==> src/out_sched_pkg.sv <==
`default_nettype none

////////////////////////////////////////////////////////////////////////////
// word layout shared by queues, selector and crc unit
////////////////////////////////////////////////////////////////////////////

package out_sched_pkg;

    localparam int word_width = 48;                 // queue and output word
    localparam int pri_width  = 2;                  // four priority levels
    localparam int len_width  = 8;                  // data words per frame
    localparam int crc_width  = 32;
    localparam int rsv_width  = word_width - len_width - crc_width - pri_width;

    // crc-32, msb first, init all ones, no reflection, no final xor
    localparam logic [crc_width-1:0] crc_poly = 32'h04C1_1DB7;

    // header view of the first word of a frame
    typedef struct packed {
        logic [rsv_width-1:0] rsvd;
        logic [len_width-1:0] len;                  // 1 to 255
        logic [crc_width-1:0] crc;                  // expected crc over data words
        logic [pri_width-1:0] pri;
    } frame_hdr_t;

    // one queue word, header or payload
    typedef union packed {
        frame_hdr_t              hdr;
        logic [word_width-1:0]   raw;
    } frame_word_u;

endpackage

`default_nettype wire

==> src/crc32_acc.sv <==
`timescale 1ns/1ps
`default_nettype none

module crc32_acc import out_sched_pkg::*; (
    input  logic                  clk,
    input  logic                  rst_n,
    input  logic                  crc_clr,
    input  logic                  crc_en,
    input  logic [word_width-1:0] data,
    output logic [crc_width-1:0]  crc_out
);

    logic [crc_width-1:0] crc_next;
    logic                 fb;

    // all 48 bit steps in one cycle, msb of the word first
    always_comb begin
        crc_next = crc_out;
        fb       = 1'b0;
        for (int i = word_width - 1; i >= 0; i--) begin
            fb       = crc_next[crc_width-1] ^ data[i];
            crc_next = {crc_next[crc_width-2:0], 1'b0};
            if (fb)
                crc_next = crc_next ^ crc_poly;
        end
    end

    always_ff @(posedge clk or negedge rst_n) begin
        if (!rst_n)
            crc_out <= '1;
        else if (crc_clr)
            crc_out <= '1;          // clear wins over a fold
        else if (crc_en)
            crc_out <= crc_next;
    end

endmodule

`default_nettype wire

==> config.mk <==
export PLATFORM = sky130hd
export DESIGN_NAME = crc32_acc
export DESIGN_NICKNAME = d
export VERILOG_FILES = /design/src/out_sched_pkg.sv /design/src/crc32_acc.sv
export SDC_FILE = /design/constraint.sdc
export NUM_CORES = 1
export LEC_CHECK = 0
export ABC_AREA = 1
export BUFFER_PORTS_ARGS = -buffer_cell sky130_fd_sc_hd__buf_2
export CAP_MARGIN = 25
export CORE_ASPECT_RATIO = 0.5
export CORE_MARGIN = 2
export CORE_UTILIZATION = 50
export DETAILED_ROUTE_END_ITERATION = 8
export PLACE_DENSITY = 0.69
export SYNTH_ARGS = -nofsm -noshare
export SYNTH_HDL_FRONTEND = slang
export SYNTH_SLANG_ARGS = --single-unit
==> constraint.sdc <==
create_clock -name clk -period 10.19 [get_ports clk]
set_input_delay 0.5095 -clock clk [delete_from_list [all_inputs] [get_ports clk]]
set_output_delay 0.5095 -clock clk [all_outputs]
set_load 0.05 [all_outputs]
==> flow_summary.yaml <==
global_route:
  antenna_found_initial: 0
  grt_max_degree: 33
  grt_pass1_vias: 9789
  grt.total_usage_pct: 36.8
  grt_pass1_wl_mm: 55.1
  overflow: 0
clock_network:
  cts_sinks: 32
  postCtsHoldBufs: 0
  h-tree-depth: 2
  cts_tree: "yes"
  cts_buffer_depth: 2
  cts_buffers: 5
  clk_latency_ns: 0.28
  clkTransAtPathRegs_ns: 0.05
  clockRootBuffer: "clkbuf_16"
  post_cts_buffers: 0
  cts_resized: 0
worst_setup_path:
  arrival_ns: 5.22
  required_ns: 10.41
  rr_worst_depth: 34
  critPathSlowestCell: "dfstp_2"
  worstSetupPathType: "reg -> reg"
  reg2reg_to: "crc_out[11]"
  max_stage_delay_ns: 0.60
  critPathMostFrequentCell: "nand2_1"
  r2r-start: "crc_out[29]"
  crit_start: "crc_out[29]"
  cp_max_fo: 8
  start_kind: "flop"
  r2r_setup_slack_ns: 5.19
  cp-end-kind: "flop"
yosys:
  syn_nets: 1783
  netlist_area_um2: 9400
  syn_inst: 1731
  syn_avg_cell_area_um2: 5.43
  synth_edf_count: 0
  synth.area.top_cells: "nand2_1 30%, nand3_1 15%, xor2_1 9.4%"
  yosys.area.top_type_share_pct: 30.4
  synthFlopType: "dfstp_2"
  synthTopCellsByCount: "760 x nand2_1, 285 x nand3_1, 191 x inv_1"
  ys_warn_count: 0
  async_reset_ff_share_pct: 100
  synth_top_cell_by_area: "nand2_1"
  synth_cell_types: 39
  yosysMostFrequentCell: "nand2_1"
  seq_area_frac_synth_pct: 8.95
  synth_seq_cells: 32
worst_hold_path:
  hp-class: "in -> reg"
  hold_path_depth: 3
  min_to: "crc_out[24]"
  hp-start: "crc_en"
routing:
  ant_nets: 0
  drt_iter0_markers: 1112
  vias_per_cell: 5.42
  routed_wl_mm: 36.6
  drc_errors: 0
  num_vias: 11200
  wl_per_cell_um: 17.8
  firstDrtPassIters: 8
sta:
  fin_skew_ns: 0.00545
  finalHoldViolCount: 0
  post-route-period-util_pct: 49.0
  rsz0062_at_grt: "no"
  drv_slew: 0
  fin_crit_ns: 5.00
  setup_viol: 0
  maxSlewHeadroom_pct: 53.7
  worst_slew_pin_slew_ns: 0.694
  finalSetupTns_ns: 0
  fmax_mhz: 200
final_layout:
  multi_input_area_um2: 7620
  drive_gt1_share_pct: 21.4
  seq_area_um2: 841
  fillCellCount: 1950
  top_register: "crc_out"
  area_growth_pct: 8.69
  largest_register_ffs: 32
  diodes: 0
  fin_nets: 1868
  top_regs: "crc_out: 32 flops"
floorplan:
  die_width_um: 198
  dieHeight_um: 101
  core_um2: 18400
  die_area_um2: 20000
  row_count: 35
  start_util_pct: 51.1
  pin_count: 84
job:
  maxCapViolations: 0
place:
  port_buffers: 83
  place_congestion: 1.01
  dp.final_hpwl_mm: 31.3
status:
  outcome: "completed"
kinds of logic (layout without fill, tap and decap cells):
group	count (synthesis)	count (layout)	share of synthesized area (%)
AND/OR/NAND/NOR	1307	1307	66.1
buffers and inverters	237	323	10.0
AO/OA/AOI/OAI	22	22	1.36
XOR/XNOR	133	133	13.6
flip-flops	32	32	8.95
cells in the final DEF (no fill, tap or decap), types with 2 or more instances in the layout:
master / instances
xor2_1: 101
nand2_2: 131
a21o_1: 2
nand3_2: 22
xor2_4: 2
o21ai_1: 3
a21oi_1: 6
inv_1: 191
xnor2_1: 21
o21ai_0: 3
buf_4: 2
xor2_2: 7
clkbuf_16: 5
or2_1: 4
nand2_1: 760
nor2_1: 31
or2_2: 8
nand3b_1: 8
inv_4: 5
clkinv_2: 3
nand3_1: 285
inv_2: 33
dfstp_2: 32
nor2_4: 3
nand2_4: 48
nand4_1: 3
o22ai_1: 6
buf_2: 83
critical path: cells and delay by family (launching register included):
family | cells | cell delay (ns)
simple gates | 30 | 3.81
flops | 1 | 0.60
xor+xnor | 1 | 0.30
buf+inv | 3 | 0.21
worst max-delay path by stage:
stage                        to  cells after the start  slack, ns
floorplan            crc_out[9]                     35       6.37
global placement    crc_out[11]                     37       5.29
detailed placement  crc_out[11]                     37       5.31
CTS                 crc_out[29]                     33       5.38
global route        crc_out[29]                     29       4.80
finish              crc_out[11]                     34       5.19
metal layers:
metal	up-vias	track usage, %	wire, um
met5	-	0	0
met4	0	9.72	852
met3	43	8.90	4140
met2	516	52.5	14200
met1	5071	54.4	17400
li1	5526	-	-
area by class of cell:
| cell class | instances | share of cell area [%] |
|---|---|---|
| clock buffer | 6 | 1.36 |
| clock inverter | 2 | 0.0980 |
| inverter | 230 | 8.59 |
| multi-input combinational | 1462 | 74.6 |
| sequential | 32 | 8.23 |
| tap | 240 | 2.94 |
| timing repair buffer | 85 | 4.21 |
per-stage QoR:
step	hold WS [ns]	instance area, um^2	setup WS (ns)	std cells	utilization (%)
floorplan	0.362	9400	6.37	1731	-
global placement	0.479	10100	5.29	2049	54.7
detailed placement	0.488	10100	5.31	2049	54.7
CTS	0.455	10200	5.38	2057	55.5
global route	0.459	10200	4.80	2057	55.5
finish	0.459	10200	5.19	2057	55.5
Power is left out: the tool's default activity adds up to more than one toggle a clock period on the data nets, which glitch-free logic cannot reach.
