### src/out_sched_pkg.sv
`default_nettype none

////////////////////////////////////////////////////////////////////////////
// word layout shared by queues, selector and crc unit
////////////////////////////////////////////////////////////////////////////

package out_sched_pkg;

    localparam int word_width = 48;                 // queue and output word
    localparam int pri_width  = 2;                  // four priority levels
    localparam int len_width  = 8;                  // data words per frame
    localparam int crc_width  = 32;
    localparam int rsv_width  = word_width - len_width - crc_width - pri_width;

    // crc-32, msb first, init all ones, no reflection, no final xor
    localparam logic [crc_width-1:0] crc_poly = 32'h04C1_1DB7;

    // header view of the first word of a frame
    typedef struct packed {
        logic [rsv_width-1:0] rsvd;
        logic [len_width-1:0] len;                  // 1 to 255
        logic [crc_width-1:0] crc;                  // expected crc over data words
        logic [pri_width-1:0] pri;
    } frame_hdr_t;

    // one queue word, header or payload
    typedef union packed {
        frame_hdr_t              hdr;
        logic [word_width-1:0]   raw;
    } frame_word_u;

endpackage

`default_nettype wire

### src/frame_queue.sv
`timescale 1ns/1ps
`default_nettype none

module frame_queue import out_sched_pkg::*; #(
    parameter int depth = 16
) (
    input  logic                  clk,
    input  logic                  rst_n,
    input  logic                  wr_en,
    input  logic [word_width-1:0] wr_data,
    input  logic                  rd_en,
    output logic [word_width-1:0] rd_data,
    output logic                  empty,
    output logic                  full
);

    localparam int addr_w = $clog2(depth);

    logic [word_width-1:0] mem [depth];
    logic [addr_w-1:0]     wr_ptr;
    logic [addr_w-1:0]     rd_ptr;
    logic [addr_w:0]       count;
    logic                  do_wr;
    logic                  do_rd;

    assign do_wr = wr_en && !full;      // writes into a full queue are dropped
    assign do_rd = rd_en && !empty;
    assign empty = (count == '0);
    assign full  = (count == (addr_w+1)'(depth));

    always_ff @(posedge clk or negedge rst_n) begin
        if (!rst_n) begin
            wr_ptr <= '0;
            rd_ptr <= '0;
            count  <= '0;
        end else begin
            if (do_wr)
                wr_ptr <= (wr_ptr == addr_w'(depth - 1)) ? '0 : wr_ptr + 1'b1;
            if (do_rd)
                rd_ptr <= (rd_ptr == addr_w'(depth - 1)) ? '0 : rd_ptr + 1'b1;
            case ({do_wr, do_rd})
                2'b10:   count <= count + 1'b1;
                2'b01:   count <= count - 1'b1;
                default: count <= count;
            endcase
        end
    end

    // storage and read register
    always_ff @(posedge clk) begin
        if (do_wr)
            mem[wr_ptr] <= wr_data;
        if (do_rd)
            rd_data <= mem[rd_ptr];     // word shows up the cycle after rd_en
    end

endmodule

`default_nettype wire

### config.mk
export PLATFORM = sky130hd
export DESIGN_NAME = frame_queue
export DESIGN_NICKNAME = d
export VERILOG_FILES = /design/src/out_sched_pkg.sv /design/src/frame_queue.sv
export SDC_FILE = /design/constraint.sdc
export NUM_CORES = 1
export LEC_CHECK = 0
export ABC_AREA = 1
export ABC_CLOCK_PERIOD_IN_PS = 5000
export CAP_MARGIN = 10
export CORE_ASPECT_RATIO = 1.2
export CORE_MARGIN = 5
export CORE_UTILIZATION = 51
export DETAILED_ROUTE_END_ITERATION = 7
export DONT_BUFFER_PORTS = 1
export PLACE_DENSITY = 0.67
export SETUP_SLACK_MARGIN = 0.5
export SLEW_MARGIN = 10
export SYNTH_ARGS = -nofsm -noshare
export SYNTH_HDL_FRONTEND = slang
export SYNTH_SLANG_ARGS = --single-unit
### constraint.sdc
create_clock -name clk -period 5 [get_ports clk]
set_clock_uncertainty 0.05 [all_clocks]
set_input_delay 1 -clock clk [delete_from_list [all_inputs] [get_ports clk]]
set_output_delay 1 -clock clk [all_outputs]
set_load 0.02 [all_outputs]
==> qor.txt <==
Outcome -> complete, no violations
Critical path class -> flop to flop
Arr. time, crit path -> 3.33 ns
# fillers -> 5378
Initial core utilization -> 0.5137
Yosys top cell area share -> 0.7131
Total of max-cap violations -> 0
Layout cells sized above 1 -> 0.05467
CTS H-tree depth -> 3
Int Pwr -> 13.85 mW
Critical Path Sink -> rd_data[31]
Met3 Usage GRT -> 0.03465
Dpl cells -> 3957
Synth area leaders -> edfxtp_1 71%, nand2_1 14%, nand3_1 4.4%
Sequential Power Share -> 0.444
Period utilization -> 0.6071
Max-slew violation count -> 0
Worst Path Required -> 5.30 ns
CP Launch Point -> rd_ptr[0]
Measured slew at the worst slew-check pin -> 1.122 ns
Reg area -> 24840 um^2
DIE AREA -> 72690 um^2
Final ANT Viol Nets -> 0
Final Hold Vio Count -> 0
CP Capture Type -> flop
Fin worst setup slack -> 1.965 ns
DRT Pass-1 Iters -> 5
Vias per cell -> 5.234
Num rows -> 104
Met2 Use GR -> 0.3792
Largest net degree at the start of global routing -> 160
Overflow after GRT -> 0
DIE WIDTH -> 247.0 um
Setup slack at placement -> 1.695 ns
Maximum vdd drop -> 0.4858 mV
Io pins -> 102
Logic pwr share -> 0.264
Most Crowded Layer GR -> met2
CP max stage delay -> 1.06 ns
Multi-input gate area -> 7679 um^2
Root Buffer Master -> clkbuf_16
Final instance area -> 37980 um^2
Area Overhead vs Synth -> 10.53%
Routed wire per std cell -> 19.15 um
Total wire length -> 78580 um
Most area-hungry cell type in the Yosys netlist -> edfxtp_1
Rel. slew slack -> 0.2523
CP Launch Type -> flop
Final GP Congestion -> 0.7872
Post-layout nets -> 3202
Slowest cell on crit path -> dfrtp_4
Setup TNS -> 0 ns
Sw Share -> 0.3423
Total CTS buffers -> 81
Met1 usage -> 0.2771
Post-Syn Nets -> 3227
Ys Warns -> 0
Avg Inst Size Synth -> 10.86 um^2
Clock slew at reported path FFs -> 0.06 ns
Worst-skew pair later-pin latency -> 0.62 ns
Core box area -> 66880 um^2
I/O Buffers -> 0
Net Sw Power -> 7.208 mW
PwrDens -> 554.5 nW/um^2
First-pass GRT wire length -> 121200 um
Residual DRC -> 0
DR vias -> 21480
CP Max Fanout -> 104
Synthesized area -> 34360 um^2
Total GRT Usage -> 0.2159
Power share of the clock group -> 0.292
Fin util -> 0.5679
Post-DP HPWL -> 41560 um
Hold Slack -> 0.4229 ns
Fin cells -> 4103
Most frequent CP cell -> nand2_1
Yosys reg bits -> 829
Worst reg2reg endpoint -> rd_data[31]
TritonCTS clock tree -> yes
Worst hold path type -> primary input to flop
RSZ-0062 raised after global routing -> no
CTS Buffer Depth -> 3
DRT iter0 DRCs -> 1900
Die height -> 294.3 um
CTS sink cnt -> 829
F_max -> 329.4 MHz
Total Power -> 21.06 mW
Final setup fails -> 0
Reg2Reg Launch Point -> rd_ptr[0]
Post-cts gate resize count -> 0
Vias in the first global route -> 21340
Yosys cell types -> 20
Register area share after synthesis -> 0.7226
Post-Syn Instances -> 3165
Reg2Reg Setup Slack -> 1.96 ns
Placement Cell Area -> 35300 um^2
CP cell instances -> buf_4, nand2_1, nand3_1, nand3_1, nand2_1, nand2_1
Cells on worst reg2reg path -> 6
P_leak -> 15.20 nW
Minimum clock period -> 3.035 ns
Initial antenna violation count -> 3
## power by group through the flow
| stage | Clock [mW] | Sequential (mW) | Combinational [mW] |
|---|---|---|---|
| after floorplan | 0 | 9.23 | 4.20 |
| after global placement | 0 | 9.49 | 5.42 |
| after detailed placement | 0 | 9.51 | 5.57 |
| after CTS | 6.24 | 9.37 | 5.61 |
| after global routing | 6.53 | 9.43 | 6.28 |
| final | 6.14 | 9.35 | 5.56 |
## routing by layer
| layer | routed length (um) | vias up |
|---|---|---|
| li1 | - | 10230 |
| met1 | 30850 | 10360 |
| met2 | 39990 | 770 |
| met3 | 5937 | 118 |
| met4 | 1787 | 2 |
| met5 | 13 | - |
## registers in the layout, indices dropped and copies added, names as in the netlist
name / count
count: 5
rd_ptr: 4
mem: 768
wr_ptr: 4
rd_data: 48
## placed cells by master, fill, tap and decap left out, drive strengths merged, types with 3 or more instances in the layout
cell type / count
dfrtp: 13
o21ai: 7
edfxtp: 816
inv: 309
buf: 40
nor2: 307
nand4: 4
bufinv: 10
clkinv: 25
clkbuf: 110
xnor2: 3
nand2: 1246
nand3: 299
ha: 9
## layout make-up
cell class,instances,area share
clock inverter,34,0.01107
timing repair buffer,41,0.01278
clock buffer,110,0.05930
multi-input combinational,1877,0.2022
sequential,829,0.6540
tap,901,0.02968
inverter,310,0.03097
antenna,1,0.00006589
## cell usage after synthesis
cell type / count
nand2_1: 1246
edfxtp_1: 816
inv_1: 306
nor2_1: 306
nand3_1: 299
buf_2: 99
buf_4: 15
buf_1: 13
clkbuf_1: 13
dfrtp_1: 13
buf_6: 9
ha_1: 9
o21ai_0: 7
nand4_1: 4
inv_2: 3
xnor2_1: 3
fa_1: 1
inv_4: 1
nor2_4: 1
o22ai_1: 1
## worst max-delay path, delay by kind of cell, from the launching register on
family                 cells  cell delay [ns]
flip-flops                 1             1.06
buffers and inverters      1             0.93
AND/OR/NAND/NOR            5             0.60
## worst min path at each step
| stage | startpoint | endpoint | slack, ns | cells past startpoint |
|---|---|---|---|---|
| global route | wr_data[25] | mem[0][25] | 0.40 | 0 |
| detailed placement | count[4] | count[4] | 0.49 | 2 |
| global placement | count[3] | count[3] | 0.45 | 2 |
| finish | wr_data[25] | mem[7][25] | 0.42 | 0 |
| CTS | wr_data[27] | mem[7][27] | 0.38 | 0 |
| floorplan | count[3] | count[3] | 0.43 | 2 |
## cell families (layout without fill, tap and decap cells)
| logic type | count (synthesis) | count (layout) | synth area share |
|---|---|---|---|
| XOR/XNOR | 3 | 3 | 0.0007648 |
| flip-flops | 829 | 829 | 0.7226 |
| adder cells (fa/ha/maj) | 10 | 10 | 0.003860 |
| AO/OA/AOI/OAI | 8 | 8 | 0.001202 |
| other | 0 | 1 | 0 |
| buffers and inverters | 459 | 495 | 0.05743 |
| AND/OR/NAND/NOR | 1856 | 1856 | 0.2142 |
## what timing repair did
action / in CTS / in global routing
endpoints found under the hold margin: 13 / 0
buffers inserted: 0 / 0
hold buffers: 1 / 0
Note: power is estimated with default switching activity, not from simulation.
