File: src/out_sched_pkg.sv
`default_nettype none

////////////////////////////////////////////////////////////////////////////
// word layout shared by queues, selector and crc unit
////////////////////////////////////////////////////////////////////////////

package out_sched_pkg;

    localparam int word_width = 48;                 // queue and output word
    localparam int pri_width  = 2;                  // four priority levels
    localparam int len_width  = 8;                  // data words per frame
    localparam int crc_width  = 32;
    localparam int rsv_width  = word_width - len_width - crc_width - pri_width;

    // crc-32, msb first, init all ones, no reflection, no final xor
    localparam logic [crc_width-1:0] crc_poly = 32'h04C1_1DB7;

    // header view of the first word of a frame
    typedef struct packed {
        logic [rsv_width-1:0] rsvd;
        logic [len_width-1:0] len;                  // 1 to 255
        logic [crc_width-1:0] crc;                  // expected crc over data words
        logic [pri_width-1:0] pri;
    } frame_hdr_t;

    // one queue word, header or payload
    typedef union packed {
        frame_hdr_t              hdr;
        logic [word_width-1:0]   raw;
    } frame_word_u;

endpackage

`default_nettype wire

File: src/sel_control.sv
`timescale 1ns/1ps
`default_nettype none

module sel_control import out_sched_pkg::*; #(
    parameter int port_num = 4
) (
    input  logic                          clk,
    input  logic                          rst_n,
    input  logic [word_width-1:0]         q_data,
    input  logic [port_num-1:0]           empty,
    input  logic                          ready,
    input  logic                          scheme,
    input  logic [$clog2(port_num)-1:0]   grant,
    input  logic                          grant_vld,
    input  logic [crc_width-1:0]          crc_out,
    output logic                          rd_en,
    output logic [$clog2(port_num)-1:0]   rd_sel,
    output logic                          arb_en,
    output logic [port_num-1:0]           request,
    output logic [port_num*pri_width-1:0] priorities,
    output logic                          crc_clr,
    output logic                          crc_en,
    output logic [word_width-1:0]         rd_data,
    output logic                          rd_vld,
    output logic                          rd_sop,
    output logic                          rd_eop,
    output logic [$clog2(port_num)-1:0]   rd_port,
    output logic                          error
);

    localparam int sel_w = $clog2(port_num);

    localparam logic [1:0] st_scan     = 2'd0;
    localparam logic [1:0] st_hdr_wait = 2'd1;
    localparam logic [1:0] st_send     = 2'd2;

    logic [1:0]           state;
    logic [sel_w-1:0]     scan_ptr;
    logic [sel_w-1:0]     cur_port;
    logic                 granted;
    logic [len_width-1:0] left;             // data reads still to issue
    logic                 first_rd;
    logic                 last_rd;
    logic                 chk;              // crc holds the whole frame
    logic [port_num-1:0]  need_hdr;
    logic                 hdr_cap;
    frame_word_u          q_word;

    // per-port frame table
    logic [port_num-1:0]  tbl_vld;
    logic [pri_width-1:0] tbl_pri [port_num];
    logic [crc_width-1:0] tbl_crc [port_num];
    logic [len_width-1:0] tbl_len [port_num];

    function automatic logic [sel_w-1:0] wrap_inc(input logic [sel_w-1:0] p);
        return (p == sel_w'(port_num - 1)) ? '0 : p + 1'b1;
    endfunction

    assign q_word   = q_data;
    assign rd_data  = q_word.raw;           // payload view after the header
    assign need_hdr = ~empty & ~tbl_vld;
    assign hdr_cap  = (state == st_hdr_wait) && !rd_en;
    assign request  = tbl_vld;
    assign crc_en   = rd_vld;
    assign rd_port  = cur_port;

    always_comb begin
        for (int i = 0; i < port_num; i++)
            priorities[i*pri_width +: pri_width] = tbl_pri[i];
    end

    ////////////////////////////////////////////////////////////////////////
    // header capture into the table
    ////////////////////////////////////////////////////////////////////////
    always_ff @(posedge clk) begin
        if (hdr_cap) begin
            tbl_pri[rd_sel] <= q_word.hdr.pri;
            tbl_crc[rd_sel] <= q_word.hdr.crc;
            tbl_len[rd_sel] <= q_word.hdr.len;
        end
    end

    ////////////////////////////////////////////////////////////////////////
    // scan, arbitration and streaming
    ////////////////////////////////////////////////////////////////////////
    always_ff @(posedge clk or negedge rst_n) begin
        if (!rst_n) begin
            state    <= st_scan;
            scan_ptr <= '0;
            cur_port <= '0;
            granted  <= 1'b0;
            left     <= '0;
            first_rd <= 1'b0;
            last_rd  <= 1'b0;
            chk      <= 1'b0;
            tbl_vld  <= '0;
            rd_en    <= 1'b0;
            rd_sel   <= '0;
            arb_en   <= 1'b0;
            crc_clr  <= 1'b0;
            rd_vld   <= 1'b0;
            rd_sop   <= 1'b0;
            rd_eop   <= 1'b0;
            error    <= 1'b0;
        end else begin
            rd_en   <= 1'b0;                // one-cycle strobes
            arb_en  <= 1'b0;
            crc_clr <= 1'b0;
            rd_vld  <= rd_en && (state == st_send);
            rd_sop  <= rd_en && (state == st_send) && first_rd;
            rd_eop  <= rd_en && (state == st_send) && last_rd;
            chk     <= rd_eop;
            case (state)
                st_scan: begin
                    if (need_hdr[scan_ptr]) begin
                        rd_en  <= 1'b1;     // header read
                        rd_sel <= scan_ptr;
                        state  <= st_hdr_wait;
                    end else begin
                        scan_ptr <= wrap_inc(scan_ptr);
                        if (need_hdr == '0 && tbl_vld != '0 && ready) begin
                            arb_en  <= 1'b1;
                            crc_clr <= 1'b1;
                            granted <= 1'b0;
                            state   <= st_send;
                        end
                    end
                end
                st_hdr_wait: begin
                    if (!rd_en) begin       // header is on q_data now
                        tbl_vld[rd_sel] <= 1'b1;
                        scan_ptr        <= wrap_inc(scan_ptr);
                        state           <= st_scan;
                    end
                end
                st_send: begin
                    if (!granted) begin
                        if (grant_vld) begin
                            granted  <= 1'b1;
                            cur_port <= grant;
                            rd_sel   <= grant;
                            first_rd <= 1'b1;
                            if (ready && !empty[grant]) begin
                                rd_en   <= 1'b1;
                                last_rd <= (tbl_len[grant] == len_width'(1));
                                left    <= tbl_len[grant] - 1'b1;
                            end else begin
                                left <= tbl_len[grant];
                            end
                        end
                    end else if (left != '0) begin
                        if (ready && !empty[cur_port]) begin
                            rd_en    <= 1'b1;
                            first_rd <= (left == tbl_len[cur_port]);
                            last_rd  <= (left == len_width'(1));
                            left     <= left - 1'b1;
                        end
                    end else if (chk) begin
                        if (crc_out != tbl_crc[cur_port])
                            error <= 1'b1;  // sticky until reset
                        tbl_vld[cur_port] <= 1'b0;
                        granted           <= 1'b0;
                        scan_ptr          <= scheme ? wrap_inc(cur_port) : '0;
                        state             <= st_scan;
                    end
                end
                default: state <= st_scan;
            endcase
        end
    end

endmodule

`default_nettype wire

File: config.mk
export PLATFORM = sky130hd
export DESIGN_NAME = sel_control
export DESIGN_NICKNAME = d
export VERILOG_FILES = /design/src/out_sched_pkg.sv /design/src/sel_control.sv
export SDC_FILE = /design/constraint.sdc
export NUM_CORES = 1
export LEC_CHECK = 0
export ABC_AREA = 1
export BUFFER_PORTS_ARGS = -buffer_cell sky130_fd_sc_hd__buf_2
export CAP_MARGIN = 20
export CORE_MARGIN = 3
export CORE_UTILIZATION = 56
export DETAILED_ROUTE_END_ITERATION = 12
export PLACE_DENSITY_LB_ADDON = 0.1
export SKIP_CTS_REPAIR_TIMING = 1
export SLEW_MARGIN = 40
export SYNTH_ARGS = -nofsm -noshare
export SYNTH_HDL_FRONTEND = slang
export SYNTH_SLANG_ARGS = --single-unit
export TNS_END_PERCENT = 20
File: constraint.sdc
create_clock -name clk -period 3.3 [get_ports clk]
set_input_delay 0.33 -clock clk [delete_from_list [all_inputs] [get_ports clk]]
set_output_delay 0.33 -clock clk [all_outputs]
set_load 0.01 [all_outputs]
==> metrics.log, run 1 <==
INFO  metric detailed_place_hpwl = 13700 um
INFO  metric critical_path_required = 3.62 ns
INFO  metric crit-reg2reg-capture = error$_DFFE_PN0P_
INFO  metric commonest_register_cell_after_synthesis = sky130_fd_sc_hd__edfxtp_1
INFO  metric chipHeight = between 100 and 150 um
INFO  metric grt_antenna_before_repair = 0
INFO  metric most_common_cell_type_on_the_critical_path = sky130_fd_sc_hd__nand2_1
INFO  metric final.setup.tns = 0 ns
INFO  metric result_of_the_run = finished, final reports clean
INFO  metric drive_above_1_share = 18.7%
INFO  metric design.final.nets = 1225
INFO  metric top_count_cell_post_synth = sky130_fd_sc_hd__nand2_1
INFO  metric synthesis.yosys.warnings = 0
INFO  metric die_x = 138 um
INFO  metric irDropWorstVdd = 0.423 mV
INFO  metric core-area = around 17000 sq um
INFO  metric share_of_synthesized_flip_flops_with_an_asynchronous_set_or_reset = 15.2%
INFO  metric slowest_delay = 0.41 ns
INFO  metric synthDominantAreaCellType = sky130_fd_sc_hd__edfxtp_1
INFO  metric synthTopCellsByArea = sky130_fd_sc_hd__edfxtp_1 (52%), sky130_fd_sc_hd__nand2_1 (14%), sky130_fd_sc_hd__dfrtp_1 (7.7%)
INFO  metric drtPass1Iterations = 5
INFO  metric rows = 47
INFO  metric vias = 7131
INFO  metric ys_types = 36
INFO  metric tightestPinTransition = 0.712 ns
INFO  metric cts-htree-levels = 4
INFO  metric layoutNonFillerInstCount = around 1.4k
INFO  metric area_growth_synth_to_finish = 12.0%
INFO  metric portBuffers = 150
INFO  metric synth_sequential_area_ratio = approximately 60%
INFO  metric fp.dieArea = 19000 sq um
INFO  metric synth_top_cells_by_count = sky130_fd_sc_hd__nand2_1 (374), sky130_fd_sc_hd__edfxtp_1 (168), sky130_fd_sc_hd__nand3_1 (130), sky130_fd_sc_hd__inv_1 (68), sky130_fd_sc_hd__buf_4 (57)
INFO  metric holdCritStartpoint = q_data[0]
INFO  metric io_pins = about 160
INFO  metric rsz_0062_raised_after_global_routing = no
INFO  metric critPathBufInv = 3
INFO  metric drt-vias-per-instance = 5.25
INFO  metric max_clock_freq = roughly 0.45 GHz
INFO  metric finalInstanceArea = 10900 sq um
INFO  metric clk_root_buffer_cell = sky130_fd_sc_hd__clkbuf_16
INFO  metric layout_min_cycle_time = around 2.2 ns
INFO  metric cellLeakagePower = 4.75 nW
INFO  metric reg2reg_depth = 15
INFO  metric cp-start-kind = register
INFO  metric crit_path_kind = reg2reg
INFO  metric critical_path_depth = 15
INFO  metric synth-edff-count = 168
INFO  metric grt_usage = 23.2%
INFO  metric drt_iter0_markers = between 400 and 500
INFO  metric cell_chain_of_the_critical_path = inv_2, buf_4, nand2_1, nand3_1, nand2_1, nand2_1, nand2_1, inv_1, nand2_1, nor2_1, nand2_1, nor2_1, nand2_1, nand2_1, nand2_1
INFO  metric synthCells = 1029
INFO  metric cts.sinks = 198
INFO  metric critPathTopFamily = simple AND/OR/NAND/NOR gates
INFO  metric cp-end-kind = register
INFO  metric grt_start_max_net_pins = 46
INFO  metric syn_area = 9730 sq um
INFO  metric cts_made_buffers = 17
INFO  metric timing.clock.skew = 0.0121 ns
INFO  metric worstHoldEndpoint = tbl_pri[3][0]$_DFFE_PP_
INFO  metric fillCellCount = between 1k and 1.5k
INFO  metric antenna_diode_count = 0
INFO  metric drt-total-wl = between 20000 and 25000 um
INFO  metric timing.final.crit_share = 67.1%
INFO  metric number_of_global_route_vias_before_repair = 6703
INFO  metric finalHoldViolCount = 0
INFO  metric worst-endpoint-arrival = 2.54 ns
INFO  metric initial_cell_density_of_the_core = between 50% and 60%
INFO  metric placement.setup.worst_slack = 1.08 ns
INFO  metric dp_cells = 1324
INFO  metric wl_per_cell = 15.6 um
INFO  metric final.hold.worst_slack = between 0.1 and 0.15 ns
INFO  metric clk_pin_slew = about 0.08 ns
INFO  metric ant_nets = 0
INFO  metric timing.rr.start = rd_port[0]$_DFFE_PN0P_
INFO  metric power.density = 727 nW/um^2
INFO  metric cts_tree = yes
INFO  metric mean_instance_size_in_the_synthesized_netlist = 9.45 sq um
INFO  metric insertion_delay = 0.44 ns
INFO  metric max-clock-path-buffers = 2
INFO  metric path_max_fanout = 24
INFO  metric worst_hold_path_type = in2reg
INFO  metric timing.reg2reg.setup_slack = 1.09 ns
INFO  metric detailed_place.area = 10300 sq um
INFO  metric headroom_to_the_max_slew_limit = between 50 and 60%
INFO  metric maxCapViolations = 0
INFO  metric setup_slack = around 1.1 ns
INFO  metric mappedNetlistNets = 1130
INFO  metric setup-violations-final = 0
INFO  metric global_route.overflow_total = 0
INFO  metric synth_top_cell_area_share = between 50% and 60%
INFO  metric route.detailed.drc = 0
INFO  metric whs_path_depth = 1
INFO  metric grt_pass1_wl = between 30000 and 40000 um
INFO  metric multiInputGateArea = 3060 sq um
INFO  metric routabilityCongestion = 0.857
INFO  metric regArea = 5800 sq um
INFO  metric report.final.slew_viol_count = 0
INFO  metric cp_slowest_cell = sky130_fd_sc_hd__dfrtp_2
INFO  metric yosys_register_bits = 198
final cells by class:
type	count	area share [%]
clock inverters	14	1.63
flip-flops and latches	198	53.2
multi-input cells	671	28.1
inverters	74	2.57
repair buffers	162	7.99
well taps	220	2.53
clock buffers	18	3.94
per-stage QoR:
stage,utilization [%],power (W)
2_1_floorplan,-,0.00527
3_3_place_gp,61.0,0.00584
3_5_place_dp,61.1,0.00594
4_1_cts,64.7,0.00799
5_1_grt,64.8,0.00853
6_report,64.8,0.00793
where the power goes:
part           internal, W  leakage, nW  switching, W
combinational     0.000930         2.59       0.00191
sequential         0.00288         1.86      0.000153
clock              0.00103        0.291       0.00102
total              0.00484         4.75       0.00309
sequential cells by signal, indices dropped and copies added, names as in the netlist, 2 cells and up:
register,cells
left,8
rd_port,2
rd_sel,2
request,4
scan_ptr,2
state,2
tbl_crc,128
tbl_len,32
tbl_pri,8
worst reg2reg max path, stage by stage (launching register included):
cell and delay (ns):
sky130_fd_sc_hd__dfrtp_2 0.41, sky130_fd_sc_hd__inv_2 0.34, sky130_fd_sc_hd__buf_4 0.33, sky130_fd_sc_hd__nand2_1 0.09
sky130_fd_sc_hd__nand3_1 0.12, sky130_fd_sc_hd__nand2_1 0.08, sky130_fd_sc_hd__nand2_1 0.08, sky130_fd_sc_hd__nand2_1 0.06
sky130_fd_sc_hd__inv_1 0.05, sky130_fd_sc_hd__nand2_1 0.09, sky130_fd_sc_hd__nor2_1 0.14, sky130_fd_sc_hd__nand2_1 0.07
sky130_fd_sc_hd__nor2_1 0.09, sky130_fd_sc_hd__nand2_1 0.05, sky130_fd_sc_hd__nand2_1 0.05, sky130_fd_sc_hd__nand2_1 0.04
worst max path at each step:
stage / start / end / slack [ns]
floorplan: rd_en$_DFF_PN0_ / tbl_crc[0][0]$_DFFE_PP_ / 0.44
global placement: rd_port[0]$_DFFE_PN0P_ / error$_DFFE_PN0P_ / 0.99
detailed placement: grant[0] / left[4]$_DFFE_PN0P_ / 1.08
CTS: rd_port[0]$_DFFE_PN0P_ / error$_DFFE_PN0P_ / 1.03
global route: rd_port[0]$_DFFE_PN0P_ / error$_DFFE_PN0P_ / 0.80
finish: rd_port[0]$_DFFE_PN0P_ / error$_DFFE_PN0P_ / 1.09
cell families after synthesis:
family | count (synthesis) | share of synthesized area (%)
flops | 198 | 59.6
fa+ha+maj | 10 | 1.29
xor+xnor | 8 | 0.720
buf+inv | 160 | 9.25
compound gates | 72 | 4.08
simple gates | 581 | 25.1
layout by cell type, fill, tap and decap left out, types with 4 or more instances in the layout:
| master | count |
|---|---|
| sky130_fd_sc_hd__a21oi_1 | 19 |
| sky130_fd_sc_hd__buf_2 | 149 |
| sky130_fd_sc_hd__buf_4 | 10 |
| sky130_fd_sc_hd__clkbuf_16 | 17 |
| sky130_fd_sc_hd__clkinv_8 | 6 |
| sky130_fd_sc_hd__dfrtp_1 | 28 |
| sky130_fd_sc_hd__edfxtp_1 | 168 |
| sky130_fd_sc_hd__ha_1 | 10 |
| sky130_fd_sc_hd__inv_1 | 68 |
| sky130_fd_sc_hd__nand2_1 | 374 |
| sky130_fd_sc_hd__nand2_2 | 4 |
| sky130_fd_sc_hd__nand3_1 | 130 |
| sky130_fd_sc_hd__nand3b_1 | 8 |
| sky130_fd_sc_hd__nor2_1 | 45 |
| sky130_fd_sc_hd__nor2_4 | 6 |
| sky130_fd_sc_hd__nor3_1 | 4 |
| sky130_fd_sc_hd__o211ai_1 | 6 |
| sky130_fd_sc_hd__o21ai_0 | 28 |
| sky130_fd_sc_hd__o21ai_1 | 12 |
| sky130_fd_sc_hd__xor2_1 | 8 |
routing by layer:
metal,vias to the layer above,part of all wire (%),track usage [%]
met1,3317,42,29.4
met3,27,5.9,4.64
li1,3562,-,-
met4,0,1.5,6.92
met5,-,0,0
met2,225,50,40.4
No activity file was read; power rests on OpenSTA's default activity.
==> inputs of run 2 (changes only) <==
- ABC_AREA: 1 -> 0
- CORE_UTILIZATION: 56 -> 50
- clock period: 3.3 -> 2 ns (I/O delays scaled with it)
==> run 2 against run 1 <==
  * The run now ends with setup timing left
  * Total power up 51%
  * Routed wire length fell by 10%
  * Area after synthesis shrank 8.8%
  * Critical endpoint unchanged
  * Largest power group unchanged
==> metrics.log, run 2 <==
INFO  metric design.final.nets = 820 (was 1225)
INFO  metric reg2reg_depth = 7 (was 15)
INFO  metric route.detailed.drc = 0 (unchanged)
INFO  metric cp_slowest_cell = sky130_fd_sc_hd__dfrtp_4 (was sky130_fd_sc_hd__dfrtp_2)
INFO  metric violations = setup timing
INFO  metric drt_iter0_markers = 249 (was 414)
INFO  metric clk_pin_slew = 0.07 ns (was 0.08 ns)
INFO  metric insertion_delay = 0.42 ns (was 0.44 ns)
INFO  metric share_of_synthesized_flip_flops_with_an_asynchronous_set_or_reset = 15.2% (unchanged)
INFO  metric worst-endpoint-arrival = 2.59 ns (was 2.54 ns)
INFO  metric die_x = 139 um (was 138 um)
INFO  metric power.total = 0.0119 W (was 0.00793 W)
INFO  metric post_synth_xor_area_fraction = 4.64% (was 0.720%)
INFO  metric finalHoldViolCount = 0 (unchanged)
INFO  metric grt_pass1_wl = 29600 um (was 33400 um)
INFO  metric mean_instance_size_in_the_synthesized_netlist = 16.7 sq um (was 9.45 sq um)
INFO  metric synthDominantAreaCellType = sky130_fd_sc_hd__edfxtp_1 (unchanged)
INFO  metric report.final.slew_viol_count = 0 (unchanged)
INFO  metric drtPass1Iterations = 5 (unchanged)
INFO  metric mostFrequentLayoutCells = sky130_fd_sc_hd__edfxtp_1 (168), sky130_fd_sc_hd__buf_2 (150), sky130_fd_sc_hd__buf_4 (53) (was sky130_fd_sc_hd__nand2_1 (374), sky130_fd_sc_hd__edfxtp_1 (168), sky130_fd_sc_hd__buf_2 (149))
INFO  metric antenna_diode_count = 0 (unchanged)
INFO  metric cts.sinks = 198 (unchanged)
INFO  metric result_of_the_run = finished, violations left (was finished, final reports clean)
INFO  metric clk_root_buffer_cell = sky130_fd_sc_hd__clkbuf_16 (unchanged)
INFO  metric ant_nets = 0 (unchanged)
INFO  metric portBuffers = 150 (unchanged)
INFO  metric cts-htree-levels = 4 (unchanged)
INFO  metric critical_path_required = 2.31 ns (was 3.62 ns)
INFO  metric drt-vias-per-instance = 5.40 (was 5.25)
INFO  metric slowest_delay = 0.53 ns (was 0.41 ns)
INFO  metric setup-violations-final = 12 (was 0)
INFO  metric commonest_register_cell_after_synthesis = sky130_fd_sc_hd__edfxtp_1 (unchanged)
INFO  metric final.setup.tns = -2.35 ns (was 0 ns)
INFO  metric drive_above_1_share = 43.0% (was 18.7%)
INFO  metric detailed_place_hpwl = 12600 um (was 13700 um)
INFO  metric synth_top_cells_by_count = sky130_fd_sc_hd__edfxtp_1 (168), sky130_fd_sc_hd__buf_4 (51), sky130_fd_sc_hd__mux4_2 (46), sky130_fd_sc_hd__xnor2_1 (38), sky130_fd_sc_hd__dfrtp_1 (30) (was sky130_fd_sc_hd__nand2_1 (374), sky130_fd_sc_hd__edfxtp_1 (168), sky130_fd_sc_hd__nand3_1 (130), sky130_fd_sc_hd__inv_1 (68), sky130_fd_sc_hd__buf_4 (57))
INFO  metric max-clock-path-buffers = 2 (unchanged)
INFO  metric critical_path_depth = 7 (was 15)
INFO  metric grt_start_max_net_pins = 43 (was 46)
INFO  metric top_count_cell_post_synth = sky130_fd_sc_hd__edfxtp_1 (was sky130_fd_sc_hd__nand2_1)
INFO  metric whs_path_depth = 1 (unchanged)
INFO  metric rows = 48 (was 47)
INFO  metric yosys_register_bits = 198 (unchanged)
INFO  metric number_of_global_route_vias_before_repair = 5467 (was 6703)
INFO  metric synth-edff-count = 168 (unchanged)
INFO  metric synth_simple_gate_area_share = 5.46% (was 25.1%)
INFO  metric drt-total-wl = 19000 um (was 21100 um)
INFO  metric layout_min_cycle_time = 2.28 ns (was 2.21 ns)
INFO  metric critPathTopFamily = simple AND/OR/NAND/NOR gates (unchanged)
INFO  metric timing.clock.skew = 0.0123 ns (was 0.0121 ns)
INFO  metric number_of_flip_flops_under_the_largest_register_name = 128 (unchanged)
INFO  metric cp-start-kind = register (unchanged)
INFO  metric syn_area = 8880 sq um (was 9730 sq um)
INFO  metric synth_compound_area_share = 3.23% (was 4.08%)
INFO  metric synth_top_cell_area_share = 56.8% (was 51.9%)
INFO  metric global_route.overflow_total = 0 (unchanged)
INFO  metric power.density = 1090 nW/um^2 (was 727 nW/um^2)
INFO  metric path_max_fanout = 7 (was 24)
INFO  metric layout_top_registers = tbl_crc x128, tbl_len x32 (unchanged)
INFO  metric worst_hold_path_type = in2reg (unchanged)
INFO  metric initial_cell_density_of_the_core = 51.1% (was 57.8%)
INFO  metric largest_family_of_logic_cells_by_synthesized_area = multiplexers (was simple AND/OR/NAND/NOR gates)
INFO  metric mappedNetlistNets = 634 (was 1130)
INFO  metric vias = 5158 (was 7131)
INFO  metric final_common_cell = sky130_fd_sc_hd__edfxtp_1 (was sky130_fd_sc_hd__nand2_1)
INFO  metric area_growth_synth_to_finish = 23.2% (was 12.0%)
INFO  metric ys_types = 46 (was 36)
INFO  metric max_clock_freq = 0.439 GHz (was 0.452 GHz)
INFO  metric synthTopCellsByArea = sky130_fd_sc_hd__edfxtp_1 (57%), sky130_fd_sc_hd__mux4_2 (12%), sky130_fd_sc_hd__dfrtp_1 (8.5%) (was sky130_fd_sc_hd__edfxtp_1 (52%), sky130_fd_sc_hd__nand2_1 (14%), sky130_fd_sc_hd__dfrtp_1 (7.7%))
INFO  metric wl_per_cell = 19.8 um (was 15.6 um)
INFO  metric grt_usage = 19.8% (was 23.2%)
INFO  metric cell_chain_of_the_critical_path = buf_12, mux4_2, xnor2_2, nand4_1, nor4_1, a21oi_1, or2_1 (was inv_2, buf_4, nand2_1, nand3_1, nand2_1, nand2_1, nand2_1, inv_1, nand2_1, nor2_1, nand2_1, nor2_1, nand2_1, nand2_1, nand2_1)
INFO  metric max_flop_register = tbl_crc (unchanged)
INFO  metric synth_sequential_area_ratio = 65.3% (was 59.6%)
INFO  metric fp.dieArea = 19400 sq um (was 19000 sq um)
INFO  metric synthCells = 533 (was 1029)
INFO  metric muxShareOfSynthArea = 14.2% (was 0%)
INFO  metric timing.final.crit_share = 114% (was 67.1%)
INFO  metric cellLeakagePower = 4.09 nW (was 4.75 nW)
INFO  metric io_pins = 163 (unchanged)
INFO  metric irDropWorstVdd = 0.619 mV (was 0.423 mV)
INFO  metric crit_path_kind = reg2reg (unchanged)
INFO  metric routabilityCongestion = 0.864 (was 0.857)
INFO  metric grt_antenna_before_repair = 3 (was 0)
INFO  metric setup_slack = -0.278 ns (was 1.09 ns)
INFO  metric chipHeight = 139 um (was 138 um)
INFO  metric critPathBufInv = 1 (was 3)
INFO  metric cts_made_buffers = 17 (unchanged)
INFO  metric yosys.area_share.adder = 1.41% (was 1.29%)
INFO  metric synthesis.yosys.warnings = 0 (unchanged)
INFO  metric headroom_to_the_max_slew_limit = 52.5% (was 52.1%)
INFO  metric tightestPinTransition = 0.712 ns (about the same)
INFO  metric rsz_0062_raised_after_global_routing = yes (was no)
INFO  metric cts_tree = yes (unchanged)
INFO  metric core-area = 17400 sq um (was 16800 sq um)
INFO  metric maxCapViolations = 0 (unchanged)
INFO  metric cp-end-kind = register (unchanged)
-- run 2: cell count changes after synthesis, moves of 8 or more --
cell	before	now
sky130_fd_sc_hd__o21ai_0	28	15
sky130_fd_sc_hd__nor2_1	49	15
sky130_fd_sc_hd__o21ai_1	12	2
sky130_fd_sc_hd__a21oi_1	19	9
sky130_fd_sc_hd__inv_1	68	10
sky130_fd_sc_hd__nand4_1	3	11
sky130_fd_sc_hd__mux4_2	0	46
sky130_fd_sc_hd__nand3_1	130	5
sky130_fd_sc_hd__buf_2	17	2
sky130_fd_sc_hd__nand3b_1	8	0
sky130_fd_sc_hd__nand2_1	374	28
sky130_fd_sc_hd__xnor2_1	0	38
-- run 2: final timing paths --
kind                                         from                  endpoint  slack [ns]
max in group asynchronous                   rst_n    rd_port[0]$_DFFE_PN0P_        1.10
min in group asynchronous                   rst_n      state[0]$_DFFE_PN0P_        0.36
hold / removal                         q_data[20]  tbl_crc[3][18]$_DFFE_PP_        0.01
hold reg to reg                  rd_eop$_DFF_PN0_             chk$_DFF_PN0_        0.38
setup / recovery           rd_port[0]$_DFFE_PN0P_         error$_DFFE_PN0P_       -0.28
setup reg to reg           rd_port[0]$_DFFE_PN0P_         error$_DFFE_PN0P_       -0.28
-- run 2: final cells by class --
| cell class | instances | area, sq um |
|---|---|---|
| multi-input combinational | 257 | 2660 |
| clock buffer | 17 | 425 |
| tap | 225 | 282 |
| fill | 1287 | 6420 |
| clock inverter | 13 | 131 |
| sequential | 198 | 5800 |
| timing repair buffer | 235 | 1600 |
| inverter | 10 | 37.5 |
-- run 2: report_power, final --
part / internal (W) / switching, W
registers: 0.00466 / 0.000176
clock network: 0.00182 / 0.00144
logic: 0.00207 / 0.00177
total: 0.00855 / 0.00339
-- run 2: cells by family after synthesis --
logic type	Yosys count
flip-flops	198
multiplexers	61
buffers and inverters	78
XOR/XNOR	47
AND/OR/NAND/NOR	94
adder cells (fa/ha/maj)	10
AO/OA/AOI/OAI	45
-- run 2: worst reg2reg max path: cells and delay by family, from the launching register on --
| family | cells | cell delay, ns |
|---|---|---|
| and+or+nand+nor | 3 | 0.72 |
| DFF | 1 | 0.53 |
| buffers and inverters | 1 | 0.17 |
| muxes | 1 | 0.54 |
| AOI/OAI and AO/OA | 1 | 0.09 |
| xor gates and xnor gates | 1 | 0.14 |
-- run 2: routing by layer --
metal  up-vias  share of wire [%]  global-route usage, %  wire length (um)
met5         -               0.15                      0                28
met3        24                5.4                   5.12              1020
met1      2580                 41                   25.5              7840
met2       161                 52                   33.6              9870
li1       2387                  -                      -                 -
met4         6                1.1                   5.82               199
-- run 2: through the flow --
stage	utilization [%]	instance area [sq um]	std cells	hold slack (ns)	worst slack [ns]
after floorplan	-	8930	533	-0.0956	-0.369
after global placement	57.8	10000	896	0.284	-0.349
after detailed placement	57.8	10000	896	0.300	-0.313
after CTS	61.0	10600	926	-0.163	-0.339
after global routing	63.0	10900	955	0.00108	-0.405
final	63.0	10900	955	0.00972	-0.278
==> inputs of run 3 (changes only) <==
- BUFFER_PORTS_ARGS: -buffer_cell sky130_fd_sc_hd__buf_2 -> -buffer_cell sky130_fd_sc_hd__buf_4
- CELL_PAD_IN_SITES_DETAIL_PLACEMENT: default -> 1
- CELL_PAD_IN_SITES_GLOBAL_PLACEMENT: default -> 2
- CORE_UTILIZATION: 50 -> 36
==> run 3 against run 2 <==
  * The run still ends with setup timing left
  * Combinational power increased by 6.5%
  * Clock power up 2%
  * Routed wire length grew 12%
  * Critical path type unchanged
==> metrics.log, run 3 (synthesis gave the netlist of run 2 again) <==
INFO  metric worst_hold_path_type = in2reg (unchanged)
INFO  metric global_route.overflow_total = 0 (unchanged)
INFO  metric grt_pass1_wl = 32500 um (was 29600 um)
INFO  metric portBuffers = 150 (unchanged)
INFO  metric grt_usage = 16.1% (was 19.8%)
INFO  metric layout_top_registers = tbl_crc x128, tbl_len x32 (unchanged)
INFO  metric design.final.nets = 850 (was 820)
INFO  metric irDropWorstVdd = 0.640 mV (was 0.619 mV)
INFO  metric core-area = 23800 sq um (was 17400 sq um)
INFO  metric timing.clock.skew = 0.0157 ns (was 0.0123 ns)
INFO  metric number_of_flip_flops_under_the_largest_register_name = 128 (unchanged)
INFO  metric finalHoldViolCount = 0 (unchanged)
INFO  metric chipHeight = 163 um (was 139 um)
INFO  metric max_clock_freq = 0.434 GHz (was 0.439 GHz)
INFO  metric setup_slack = -0.305 ns (was -0.278 ns)
INFO  metric wl_per_cell = 19.6 um (was 19.8 um)
INFO  metric multiInputGateArea = 2680 sq um (was 2660 sq um)
INFO  metric antenna_diode_count = 0 (unchanged)
INFO  metric result_of_the_run = finished, violations left (unchanged)
INFO  metric path_max_fanout = 14 (was 7)
INFO  metric insertion_delay = 0.43 ns (was 0.42 ns)
INFO  metric maxCapViolations = 0 (unchanged)
INFO  metric tightestPinTransition = 0.452 ns (was 0.712 ns)
INFO  metric clk_pin_slew = 0.07 ns (about the same)
INFO  metric rows = 56 (was 48)
INFO  metric fp.dieArea = 26600 sq um (was 19400 sq um)
INFO  metric final.setup.tns = -2.37 ns (was -2.35 ns)
INFO  metric area_growth_synth_to_finish = 32.3% (was 23.2%)
INFO  metric drt-vias-per-instance = 4.85 (was 5.40)
INFO  metric cts.sinks = 198 (unchanged)
INFO  metric die_x = 163 um (was 139 um)
INFO  metric number_of_global_route_vias_before_repair = 5630 (was 5467)
INFO  metric drt_iter0_markers = 285 (was 249)
INFO  metric rsz_0062_raised_after_global_routing = yes (unchanged)
INFO  metric layout_min_cycle_time = 2.31 ns (was 2.28 ns)
INFO  metric routabilityCongestion = 0.766 (was 0.864)
INFO  metric drive_above_1_share = 43.4% (was 43.0%)
INFO  metric cts_made_buffers = 17 (unchanged)
INFO  metric post-route-util = 49.3% (was 63.0%)
INFO  metric drtPass1Iterations = 4 (was 5)
INFO  metric placement.setup.worst_slack = -0.375 ns (was -0.313 ns)
INFO  metric headroom_to_the_max_slew_limit = 69.8% (was 52.5%)
INFO  metric max-clock-path-buffers = 2 (unchanged)
INFO  metric vias = 5243 (was 5158)
INFO  metric worst-endpoint-arrival = 2.61 ns (was 2.59 ns)
INFO  metric final_common_cell = sky130_fd_sc_hd__buf_4 (was sky130_fd_sc_hd__edfxtp_1)
INFO  metric power.density = 1040 nW/um^2 (was 1090 nW/um^2)
INFO  metric detailed_place_hpwl = 14600 um (was 12600 um)
INFO  metric cp-start-kind = register (unchanged)
INFO  metric crit_path_kind = reg2reg (unchanged)
INFO  metric drt-total-wl = 21200 um (was 19000 um)
INFO  metric max_flop_register = tbl_crc (unchanged)
INFO  metric power.total = 0.0123 W (was 0.0119 W)
INFO  metric cellLeakagePower = 4.36 nW (was 4.09 nW)
INFO  metric timing.final.crit_share = 115% (was 114%)
INFO  metric cts_tree = yes (unchanged)
INFO  metric clk_root_buffer_cell = sky130_fd_sc_hd__clkbuf_16 (unchanged)
INFO  metric report.final.slew_viol_count = 0 (unchanged)
INFO  metric mostFrequentLayoutCells = sky130_fd_sc_hd__buf_4 (211), sky130_fd_sc_hd__edfxtp_1 (168), sky130_fd_sc_hd__mux4_2 (46) (was sky130_fd_sc_hd__edfxtp_1 (168), sky130_fd_sc_hd__buf_2 (150), sky130_fd_sc_hd__buf_4 (53))
INFO  metric critical_path_required = 2.31 ns (about the same)
INFO  metric route.detailed.drc = 0 (unchanged)
INFO  metric regArea = 5800 sq um (unchanged)
INFO  metric initial_cell_density_of_the_core = 37.3% (was 51.1%)
INFO  metric grt_antenna_before_repair = 1 (was 3)
INFO  metric cts-htree-levels = 4 (unchanged)
INFO  metric io_pins = 163 (unchanged)
INFO  metric grt_start_max_net_pins = 43 (unchanged)
INFO  metric fillCellCount = 2362 (was 1287)
INFO  metric violations = setup timing (unchanged)
INFO  metric cp-end-kind = register (unchanged)
INFO  metric setup-violations-final = 12 (unchanged)
INFO  metric ant_nets = 0 (unchanged)
run 3: critical path, cell delays in order (launching register included):
cell                      delay, ns
sky130_fd_sc_hd__dfrtp_4       0.50
sky130_fd_sc_hd__buf_12        0.17
sky130_fd_sc_hd__buf_4         0.12
sky130_fd_sc_hd__mux4_2        0.52
sky130_fd_sc_hd__xnor2_2       0.16
sky130_fd_sc_hd__nand4_1       0.14
sky130_fd_sc_hd__nor4_2        0.28
sky130_fd_sc_hd__a21oi_1       0.09
sky130_fd_sc_hd__or2_1         0.21
run 3: per-layer routing:
metal	global-route usage (%)	share of wire [%]	up-vias
li1	-	-	2449
met1	20.9	44	2673
met2	27.9	52	105
met3	3.22	3.1	14
met4	3.92	0.83	2
met5	0	0.094	-
run 3: cell type report:
cell class,instances,area share [%]
clock inverter,15,1.32
sequential,198,49.4
clock buffer,17,3.62
tap,319,3.40
inverter,10,0.320
timing repair buffer,265,19.1
multi-input combinational,257,22.9
run 3: per-stage QoR:
stage / cell area, sq um / std cells / hold slack [ns]
after floorplan: 8930 / 533 / -0.0956
after global placement: 10600 / 995 / 0.169
after detailed placement: 10600 / 995 / 0.169
after CTS: 11200 / 1027 / -0.299
after global routing: 11700 / 1081 / 0.000595
final: 11700 / 1081 / 0.0155
run 3: path summary, 6_finish.rpt:
path                                   startpoint                       to  slack [ns]  cells after the start
hold / removal                         q_data[38]  tbl_len[0][4]$_DFFE_PP_        0.02                      1
setup / recovery           rd_port[0]$_DFFE_PN0P_        error$_DFFE_PN0P_       -0.31                      8
min in group asynchronous                   rst_n         crc_en$_DFF_PN0_        0.26                      2
setup reg to reg           rd_port[0]$_DFFE_PN0P_        error$_DFFE_PN0P_       -0.31                      8
max in group asynchronous                   rst_n   rd_port[0]$_DFFE_PN0P_        1.40                      2
hold reg to reg                  rd_eop$_DFF_PN0_            chk$_DFF_PN0_        0.38                      0
run 3: power by group:
part           internal (W)  switching, W  leakage (nW)
Sequential          0.00465      0.000192          1.86
Combinational       0.00225       0.00184          2.22
Clock               0.00167       0.00166         0.286
